$ cat config.mk
export PLATFORM = sky130hd
export DESIGN_NAME = device_id_regs
export DESIGN_NICKNAME = d
export VERILOG_FILES = /design/src/common/ctrlport_pkg.sv /design/src/hw/ctrlport/ctrlport_reg_ro.sv /design/src/hw/ctrlport/ctrlport_scratch_reg.sv /design/src/hw/ctrlport/ctrlport_combiner.sv /design/src/hw/dna/device_dna.sv /design/src/hw/dna/device_dna_ctrlport.sv /design/src/hw/device_id_regs.sv
export SDC_FILE = /design/constraint.sdc
export NUM_CORES = 1
export LEC_CHECK = 0
export BUFFER_PORTS_ARGS = -buffer_cell sky130_fd_sc_hd__buf_4
export CORE_MARGIN = 2
export CORE_UTILIZATION = 55
export DETAILED_ROUTE_END_ITERATION = 8
export PLACE_DENSITY = 0.71
export SYNTH_ARGS = -nofsm -noshare
export SYNTH_HDL_FRONTEND = slang
export SYNTH_SLANG_ARGS = --single-unit
$ cat constraint.sdc
create_clock -name ctrlport_clk -period 3.1 [get_ports ctrlport_clk]
set_input_delay 0.775 -clock ctrlport_clk [delete_from_list [all_inputs] [get_ports ctrlport_clk]]
set_output_delay 0.775 -clock ctrlport_clk [all_outputs]
set_load 0.01 [all_outputs]
$ cat src/common/ctrlport_pkg.sv
// CtrlPort request and response structs and the response status codes
// Device DNA status word layout and the native UltraScale DNA width
package ctrlport_pkg;

  // One request from the master
  // wr and rd are one-cycle strobes, never both high together
  typedef struct packed {
    logic        wr;
    logic        rd;
    logic [19:0] addr;
    logic [31:0] data;
  } ctrlport_req_t;

  // One response from a block
  // All fields stay zero while ack is low so that responses can be ORed
  typedef struct packed {
    logic        ack;
    logic [1:0]  status;
    logic [31:0] data;
  } ctrlport_resp_t;

  // Response status codes
  localparam logic [1:0] ctrl_sts_okay   = 2'd0;
  localparam logic [1:0] ctrl_sts_cmderr = 2'd1;
  localparam logic [1:0] ctrl_sts_tserr  = 2'd2;
  localparam logic [1:0] ctrl_sts_slverr = 2'd3;

  // Status word of the DNA block
  // The first field is the MSB end, so valid lands in bit 0
  typedef struct packed {
    logic [15:0] rsvd_hi;
    logic [7:0]  bits_loaded;
    logic [6:0]  rsvd_lo;
    logic        valid;
  } dna_status_t;

  // Number of bits the UltraScale DNA port shifts out
  localparam int dna_native_width = 96;

endpackage

$ cat src/hw/ctrlport/ctrlport_reg_ro.sv
// Read-only CtrlPort register for a packed payload of any type
// The payload is read as consecutive 32-bit words, the last one zero-padded
module ctrlport_reg_ro #(
  parameter type         value_t = logic [31:0],
  parameter logic [19:0] addr    = 20'h000
) (
  input  logic                         ctrlport_clk,
  input  logic                         rst_n,
  input  ctrlport_pkg::ctrlport_req_t  req,
  input  value_t                       value,
  output ctrlport_pkg::ctrlport_resp_t resp
);

  localparam int width     = $bits(value_t);
  localparam int num_words = (width + 31) / 32;

  logic [num_words*32-1:0] words;
  logic [19:0] offset;
  int          word_idx;
  logic        hit;

  // Place the payload at the bottom of a whole number of words
  always_comb begin
    words            = '0;
    words[width-1:0] = value;
  end

  // Byte offset from the base, only word-aligned offsets decode
  assign offset   = req.addr - addr;
  assign word_idx = int'(offset[19:2]);

  // Writes are ignored here and left to the combiner timeout
  assign hit = req.rd &&
               (req.addr >= addr) &&
               (offset[1:0] == 2'b00) &&
               (word_idx < num_words);

  // Response is registered, so the ack follows the request by one cycle
  // Every field returns to zero when there is nothing to ack
  always_ff @(posedge ctrlport_clk or negedge rst_n) begin
    if (!rst_n) begin
      resp <= '0;
    end else begin
      resp <= '0;
      if (hit) begin
        resp.ack    <= 1'b1;
        resp.status <= ctrlport_pkg::ctrl_sts_okay;
        resp.data   <= words[word_idx*32 +: 32];
      end
    end
  end

endmodule

$ cat src/hw/ctrlport/ctrlport_scratch_reg.sv
// Writable 32-bit scratch register on CtrlPort
// Writes store the data, reads return the stored value
module ctrlport_scratch_reg #(
  parameter logic [19:0] addr = 20'h020
) (
  input  logic                         ctrlport_clk,
  input  logic                         rst_n,
  input  ctrlport_pkg::ctrlport_req_t  req,
  output ctrlport_pkg::ctrlport_resp_t resp
);

  logic [31:0] scratch;
  logic        hit;

  // Only the exact address decodes
  assign hit = (req.addr == addr);

  // Register value itself
  always_ff @(posedge ctrlport_clk or negedge rst_n) begin
    if (!rst_n) begin
      scratch <= '0;
    end else if (req.wr && hit) begin
      scratch <= req.data;
    end
  end

  // Both reads and writes ack one cycle later with okay
  // Write acks carry zero data, read acks carry the value before any same-cycle write
  always_ff @(posedge ctrlport_clk or negedge rst_n) begin
    if (!rst_n) begin
      resp <= '0;
    end else begin
      resp <= '0;
      if (hit && (req.wr || req.rd)) begin
        resp.ack    <= 1'b1;
        resp.status <= ctrlport_pkg::ctrl_sts_okay;
      end
      if (hit && req.rd) begin
        resp.data <= scratch;
      end
    end
  end

endmodule

$ cat src/hw/ctrlport/ctrlport_combiner.sv
// Response combiner for CtrlPort blocks with non-overlapping address ranges
// Answers requests that no block acks with a slave error after a timeout
module ctrlport_combiner #(
  parameter int num_ports      = 2,
  parameter int timeout_cycles = 8
) (
  input  logic                         ctrlport_clk,
  input  logic                         rst_n,
  input  ctrlport_pkg::ctrlport_req_t  req,
  input  ctrlport_pkg::ctrlport_resp_t resps [num_ports],
  output ctrlport_pkg::ctrlport_resp_t resp
);

  localparam int cnt_w = $clog2(timeout_cycles + 1);

  ctrlport_pkg::ctrlport_resp_t merged;
  logic             pending;
  logic [cnt_w-1:0] cnt;
  logic             timeout_hit;

  // Idle responses are all zero, so a plain OR merges them
  always_comb begin
    merged = '0;
    for (int i = 0; i < num_ports; i++) begin
      merged = merged | resps[i];
    end
  end

  // The counter equals the number of cycles since the request cycle
  assign timeout_hit = pending && !merged.ack && (cnt == cnt_w'(timeout_cycles));

  always_ff @(posedge ctrlport_clk or negedge rst_n) begin
    if (!rst_n) begin
      pending <= 1'b0;
      cnt     <= '0;
    end else if (req.rd || req.wr) begin
      pending <= 1'b1;
      cnt     <= cnt_w'(1);
    end else if (pending) begin
      // Any ack ends the request, the timeout ack included
      if (merged.ack || timeout_hit) begin
        pending <= 1'b0;
        cnt     <= '0;
      end else begin
        cnt <= cnt + cnt_w'(1);
      end
    end
  end

  // Slave error with zero data in place of the missing block response
  always_comb begin
    resp = merged;
    if (timeout_hit) begin
      resp.ack    = 1'b1;
      resp.status = ctrlport_pkg::ctrl_sts_slverr;
      resp.data   = '0;
    end
  end

endmodule

$ cat src/hw/dna/device_dna.sv
// Sequencer for the UltraScale serial DNA port
// Reads the port once after reset and assembles DNA value, bit count and valid flag
module device_dna #(
  parameter int dna_width = 96
) (
  input  logic                      ctrlport_clk,
  input  logic                      rst_n,
  input  logic                      dna_dout,
  output logic                      dna_read,
  output logic                      dna_shift,
  output logic [dna_width-1:0]      dna,
  output ctrlport_pkg::dna_status_t status
);

  // The start state keeps dna_read low while reset is held
  typedef enum logic [1:0] {
    st_start,
    st_read,
    st_shift,
    st_done
  } state_t;

  state_t state;
  logic [7:0] bit_cnt;
  logic [ctrlport_pkg::dna_native_width-1:0] shift_reg;
  logic last_bit;

  // The final sample is taken while the count still shows one less than the width
  assign last_bit = (bit_cnt == 8'(ctrlport_pkg::dna_native_width - 1));

  always_ff @(posedge ctrlport_clk or negedge rst_n) begin
    if (!rst_n) begin
      state     <= st_start;
      bit_cnt   <= '0;
      shift_reg <= '0;
    end else begin
      case (state)
        st_start: state <= st_read;
        // The port loads its value on the read strobe and shows bit 0 on dout
        st_read:  state <= st_shift;
        st_shift: begin
          // New bits enter at the top so that bit 0 ends up in the LSB
          shift_reg <= {dna_dout, shift_reg[ctrlport_pkg::dna_native_width-1:1]};
          bit_cnt   <= bit_cnt + 8'd1;
          if (last_bit) begin
            state <= st_done;
          end
        end
        // The DNA never changes, so the sequencer stays here until the next reset
        default:  state <= st_done;
      endcase
    end
  end

  // Port strobes decode straight from the state
  assign dna_read  = (state == st_read);
  assign dna_shift = (state == st_shift);

  // Keep the LSBs of a narrower DNA, zero-pad a wider one
  if (dna_width <= ctrlport_pkg::dna_native_width) begin : g_trunc
    assign dna = shift_reg[dna_width-1:0];
  end else begin : g_pad
    assign dna = {{(dna_width - ctrlport_pkg::dna_native_width){1'b0}}, shift_reg};
  end

  always_comb begin
    status             = '0;
    status.valid       = (state == st_done);
    status.bits_loaded = bit_cnt;
  end

endmodule

$ cat src/hw/dna/device_dna_ctrlport.sv
// DNA block on CtrlPort with the DNA sequencer and two read-only registers
// DNA word reads finish with command-error status until the DNA is loaded
module device_dna_ctrlport #(
  parameter logic [19:0] dna_base_addr = 20'h000,
  parameter logic [19:0] status_addr   = 20'h010,
  parameter int          dna_width     = 96
) (
  input  logic                         ctrlport_clk,
  input  logic                         rst_n,
  input  ctrlport_pkg::ctrlport_req_t  req,
  output ctrlport_pkg::ctrlport_resp_t resp,
  output logic                         dna_read,
  output logic                         dna_shift,
  input  logic                         dna_dout
);

  logic [dna_width-1:0]         dna_value;
  ctrlport_pkg::dna_status_t    dna_status;
  ctrlport_pkg::ctrlport_resp_t dna_resp;
  ctrlport_pkg::ctrlport_resp_t status_resp;
  ctrlport_pkg::ctrlport_resp_t dna_resp_chk;

  device_dna #(
    .dna_width (dna_width)
  ) u_device_dna (
    .ctrlport_clk (ctrlport_clk),
    .rst_n        (rst_n),
    .dna_dout     (dna_dout),
    .dna_read     (dna_read),
    .dna_shift    (dna_shift),
    .dna          (dna_value),
    .status       (dna_status)
  );

  // DNA value spread over consecutive 32-bit words
  ctrlport_reg_ro #(
    .value_t (logic [dna_width-1:0]),
    .addr    (dna_base_addr)
  ) u_dna_reg (
    .ctrlport_clk (ctrlport_clk),
    .rst_n        (rst_n),
    .req          (req),
    .value        (dna_value),
    .resp         (dna_resp)
  );

  // Status word is always readable, also while loading is in progress
  ctrlport_reg_ro #(
    .value_t (ctrlport_pkg::dna_status_t),
    .addr    (status_addr)
  ) u_status_reg (
    .ctrlport_clk (ctrlport_clk),
    .rst_n        (rst_n),
    .req          (req),
    .value        (dna_status),
    .resp         (status_resp)
  );

  // Override only on an ack, an idle response must stay all zero for the OR
  always_comb begin
    dna_resp_chk = dna_resp;
    if (dna_resp.ack && !dna_status.valid) begin
      dna_resp_chk.status = ctrlport_pkg::ctrl_sts_cmderr;
    end
  end

  // Address ranges never overlap, so at most one of the two acks at a time
  assign resp = dna_resp_chk | status_resp;

endmodule

$ cat src/hw/device_id_regs.sv
// Top level of the device identification register bank
// Connects the DNA block, the scratch register and the response combiner
module device_id_regs #(
  parameter logic [19:0] dna_base_addr  = 20'h000,
  parameter logic [19:0] status_addr    = 20'h010,
  parameter logic [19:0] scratch_addr   = 20'h020,
  parameter int          dna_width      = 96,
  parameter int          timeout_cycles = 8
) (
  input  logic                         ctrlport_clk,
  input  logic                         rst_n,
  input  ctrlport_pkg::ctrlport_req_t  req,
  output ctrlport_pkg::ctrlport_resp_t resp,
  output logic                         dna_read,
  output logic                         dna_shift,
  input  logic                         dna_dout
);

  // One response per block, index 0 is DNA and 1 is scratch
  ctrlport_pkg::ctrlport_resp_t block_resps [2];

  device_dna_ctrlport #(
    .dna_base_addr (dna_base_addr),
    .status_addr   (status_addr),
    .dna_width     (dna_width)
  ) u_dna_block (
    .ctrlport_clk (ctrlport_clk),
    .rst_n        (rst_n),
    .req          (req),
    .resp         (block_resps[0]),
    .dna_read     (dna_read),
    .dna_shift    (dna_shift),
    .dna_dout     (dna_dout)
  );

  ctrlport_scratch_reg #(
    .addr (scratch_addr)
  ) u_scratch (
    .ctrlport_clk (ctrlport_clk),
    .rst_n        (rst_n),
    .req          (req),
    .resp         (block_resps[1])
  );

  // The combiner also sees the request so it can time out unmatched ones
  ctrlport_combiner #(
    .num_ports      (2),
    .timeout_cycles (timeout_cycles)
  ) u_combiner (
    .ctrlport_clk (ctrlport_clk),
    .rst_n        (rst_n),
    .req          (req),
    .resps        (block_resps),
    .resp         (resp)
  );

endmodule

# Word-level counts from Yosys, hierarchy flattened
# Index checks and enable logic that the tools add are counted.
op_classes:
  add_sub_neg: 3
  multipliers: 0
  n_div: 0
  order_cmp: 4
  n_eq_ne: 7
  shift: 2
  muxes: 14
  bitwise: 2
  reduce_logical: 20
ops:
  columns: ["operator", "n"]
  rows:
  - ["two-way mux 35 bit", 3]
  - ["indexed part select 96 x 24 -> 32 bit", 1]
  - ["OR 35 bit", 2]
  - ["two-way mux 32 bit", 1]
  - ["indexed part select 32 x 24 -> 32 bit", 1]
  - ["equality test 20 x 6 -> 1 bit, second input constant", 1]
  - [">= comparator 20 x 1 -> 1 bit, second input constant", 1]
  - [">= comparator 20 x 5 -> 1 bit, second input constant", 1]
  - ["subtractor 20 x 5 -> 20 bit, second input constant", 1]
  - ["< comparator 18 x 1 -> 1 bit, second input constant", 1]
  - ["< comparator 18 x 2 -> 1 bit, second input constant", 1]
  - ["logical AND 1 bit", 12]
  - ["two-way mux 4 bit", 3]
  - ["adder 8 x 1 -> 8 bit, second input constant", 1]
  - ["equality test 8 x 7 -> 1 bit, second input constant", 1]
  - ["zero test 2 bit", 3]
  - ["case mux 2 bit (3 select lines)", 1]
  - ["adder 4 x 1 -> 4 bit, second input constant", 1]
  - ["equality test 2 bit, second input constant", 2]
  - ["equality test 4 bit, second input constant", 1]
  - ["two-way mux 2 bit", 2]
  - ["two-way mux 1 bit", 3]
  - ["two-way mux 3 bit", 1]
  - ["equality test 2 x 1 -> 1 bit, second input constant", 1]
  - ["other kinds (4)", 6]
word_totals:
  reg_bits: 248
  latch_bits: 0
  ramBits: 0
  romBits: 0
  in_bits: 57
  wordCells: 67
  mem_count: 0

# Depth between registers and ports, before layout
logic_depth:
  ltp_word: 13
  mapped_depth: 7
  ltp_nobuf: 6

# Modules after synthesis
# Synthesis repeated with hierarchy kept, for this count alone.
hier_totals:
  hier_cells: 1035
  hier_area_um2: 10914.2
by_module_without_submodules:
  columns: ["module", "instances", "cells_per_inst", "area_per_inst_um2"]
  rows:
  - ["device_dna", 1, 469, 4216.5]
  - ["ctrlport_scratch_reg", 1, 152, 2483.6]
  - ["ctrlport_reg_ro (u_dna_block.u_dna_reg)", 1, 160, 1869.3]
  - ["ctrlport_reg_ro (u_dna_block.u_status_reg)", 1, 118, 1521.5]
  - ["ctrlport_combiner", 1, 99, 588.1]
  - ["device_dna_ctrlport", 1, 37, 235.2]

# Least setup slack after synthesis
# Ideal clock, no wire load.
synth_timing:
  path_type: "input -> register"
  startpoint: "input req[33] (netlist name)"
  endpoint: "register u_scratch.scratch[10]"
  t_arrival_ps: 2213
  path_slack_ps: 762
  cell_stages: 4
  path_buffers: 1
  path_cell_list: "or4_4 > nor3_2 > buf_2 > mux2_2"
synth_between:
  elab_chain_cells: 2
synth_rtl:
  columns: ["item", "line", "text"]
  rows:
  - ["from (decl)", "device_id_regs.sv:12", "input ctrlport_pkg::ctrlport_req_t req,"]
  - ["equality test 20 x 6 -> 1 bit", "ctrlport_scratch_reg.sv:16", "assign hit = (req.addr == addr);"]
  - ["logical AND 1 bit", "ctrlport_scratch_reg.sv:22", "end else if (req.wr && hit) begin"]
  - ["to (signal assigned)", "ctrlport_scratch_reg.sv:23", "scratch <= req.data;"]
  - ["to (decl)", "ctrlport_scratch_reg.sv:12", "logic [31:0] scratch;"]
# Every way passes these cells.
# A chain may end at the register's enable or synchronous reset.

==> results.ini <==
[sta]
grt_setup_unrepaired = false
finalSetupViolations = 0
timing.final.max_slew_violations = 0
finalClockSkew_ps = 13.0
hold_violations = 0
max-slew-margin-rel_pct = 32.3
fmax_mhz = 335
tns_ps = 0
worstMarginPinSlew_ps = 1020
period_needed_ps = 2990
finalCritPeriodShare_pct = 96.4

[yosys]
avgSynthCellArea_um2 = 10.2
synthXorXnorAreaFrac_pct = 0.693
synth-seq-cells = 219
yosysSeqAreaShare_pct = 62.0
synth-main-ff-cell = dfrtp_1
yosys_warnings = 0
yosys.area_share.simple_pct = 27.1
async_flop_share_pct = 100
synthCells = 868
synth_cell_type_count = 39
synth_mux_area_share_pct = 4.08
synth_top_family_by_area = simple AND/OR/NAND/NOR gates
synth_fa_ha_area_share_pct = 0.425
synth_top_cell_by_area = dfrtp_1
synth_edf_count = 0
yosysTopAreaCellShare_pct = 62.0
synth_area_leaders = dfrtp_1, nand2_1, mux2_2
synth_nets = 928
synth_compound_area_share_pct = 2.90
synth_area_um2 = 8840

[global_routing]
grt_overflow = 0
grt_max_degree = 99
grt_pass1_vias = 5903
grt_pass1_wl_um = 30100
antenna_found_initial = 0
grt_use_total_pct = 22.4

[critical_path]
critPathRequiredTime_ps = 2320
arrival_ps = 2210
cp-start-kind = flop
ff2ff_path_depth = 4
crit_type = reg -> out
crit_fanout = 16
worst_setup_path_end_kind = primary output

[clock_tree]
cts_resized = 1
clockBufferDepth = 3
cts-root-buf = clkbuf_16
hold_buffers = 0
cts_tree = yes
worst_skew_pair.late_latency_ps = 500
cts_max_level = 1
cts_setup_buffers = 0
clk_pin_slew_worst_paths_ps = 60
cts_made_buffers = 23
cts.sinks = 219

[cells_and_area]
synthToLayoutAreaGrowth_pct = 18.2
final_cells = 1176
final_area_um2 = 10500
post_route_cells_drive_above_1_share_pct = 21.6
layout.nets = 1009
diodes = 0

[placement]
gp_congestion = 0.771
dp_hpwl_um = 11900
placed_cells = 1140
place_area_um2 = 9780
portBuffers = 93

[pwr]
ir_drop_uv = 343
seqPwrFrac_pct = 51.7
swShare_pct = 21.6
pwr_density_cell_nw_per_um2 = 540
finalPower_w = 0.00565
clock_power_share_pct = 44.1
p_int_w = 0.00443
switchingPower_w = 0.00122
p_leak_nw = 5.54
p_comb_share_pct = 4.2

[route]
vias_per_cell = 5.27
drt-initial-drc-count = 532
remaining_drc_errors = 0
wl_per_cell_um = 16.0
drtAntennaViolNets = 0
route.vias.total = 6203
wirelength_um = 18900
drt_pass1_iterations = 4

[die]
die-area_um2 = 17100
core_um2 = 15800
die_h_um = 131
num_io_pins = 94
die_w_um = 131
row_count = 46
initial_core_util_pct = 56.1

[flow_run]
max_cap_violations = 0

[min_path]
holdCritPathClass = in -> async

[status]
status = finished, final reports clean

==> logic make-up after synthesis <==
kind of cell | after synthesis
compound gates | 40
xor+xnor | 7
fa+ha+maj | 3
buf+inv | 57
flops | 219
mux | 32
simple gates | 510
==> path summary, 6_finish.rpt <==
check                                                   endpoint  slack, ps                         startpoint
worst max-delay path                                    resp[20]        110                  u_combiner.cnt[0]
worst min-delay path             u_dna_block.u_device_dna.dna[8]        260                              rst_n
worst max register to register  u_dna_block.u_device_dna.dna[55]       1440  u_dna_block.u_device_dna.state[1]
worst min register to register   u_dna_block.u_device_dna.dna[0]        470    u_dna_block.u_device_dna.dna[0]
max in group asynchronous         u_dna_block.u_dna_reg.resp[17]       2100                              rst_n
min in group ctrlport_clk       u_dna_block.u_device_dna.dna[95]        460                           dna_dout
==> per-layer routing <==
layer  global-route usage (%)  share of wire [%]
met1                     35.5                 49
met5                        0                  0
met4                     5.94                1.6
met3                     2.73                5.2
met2                     33.3                 45
==> critical path: stages (launching register included) <==
cell and delay, ps:
dfrtp_1 420, inv_1 70, ha_1 200, and3b_1 190, and3_2 290, buf_4 220, nor2_1 170, buf_4 150
==> power by group through the flow <==
stage	clock network (W)	registers [W]	logic, W
4_1_cts	0.00254	0.00292	0.000245
6_report	0.00249	0.00292	0.000239
5_1_grt	0.00265	0.00292	0.000271
3_5_place_dp	0	0.00297	0.000244
3_3_place_gp	0	0.00297	0.000241
2_1_floorplan	0	0.00296	0.0000939
==> per-stage QoR <==
stage / setup slack (ps) / hold WS, ps / utilization (%)
final: 112 / 261 / 66.3
after global routing: 21.5 / 288 / 66.3
after CTS: 111 / 278 / 66.3
after floorplan: 762 / 447 / -
after global placement: 383 / 461 / 62.0
after detailed placement: 323 / 464 / 62.0
==> registers in the layout, indices dropped and copies added, names as in the netlist <==
signal	cells
u_scratch.resp	33
u_dna_block.u_device_dna.dna	96
u_combiner.cnt	4
u_scratch.scratch	32
u_dna_block.u_status_reg.resp	10
u_dna_block.u_device_dna.state	2
u_combiner.pending	1
u_dna_block.u_device_dna.bit_cnt	8
u_dna_block.u_dna_reg.resp	33
==> cells in the final DEF (no fill, tap or decap), drive strengths merged, types with 2 or more instances in the layout <==
master | synthesis | final
o22ai | 32 | 32
and2 | 8 | 8
and3 | 35 | 35
or2 | 2 | 2
nand2b | 3 | 3
inv | 5 | 5
nand4 | 5 | 5
clkbuf | 43 | 30
nand2 | 300 | 300
nor3 | 46 | 46
buf | 9 | 108
nor2b | 37 | 37
dfrtp | 219 | 219
nand3 | 2 | 2
nor2 | 62 | 62
or3 | 2 | 2
mux2 | 32 | 32
xnor2 | 7 | 7
clkinv | 0 | 5
nor4 | 4 | 4
ha | 3 | 3
==> final cells by class <==
type | count | area, um2
Sequential cell | 219 | 5480
Clock buffer | 30 | 642
Tap cell | 216 | 270
Multi-Input combinational cell | 592 | 3140
Clock inverter | 6 | 32.5
Inverter | 5 | 18.8
Timing Repair Buffer | 108 | 868
Fill cell | 1278 | 5320
==> cell usage after synthesis (5+ instances only) <==
master,number
nor3_2,30
o22ai_1,32
clkbuf_1,43
nand2_1,300
dfrtp_1,219
mux2_2,28
and2_1,8
and3_1,35
xnor2_1,7
nor2b_1,37
inv_1,5
nor3_1,16
nor2_1,62
nand4_1,5
Note: power is estimated with default switching activity, not from simulation.
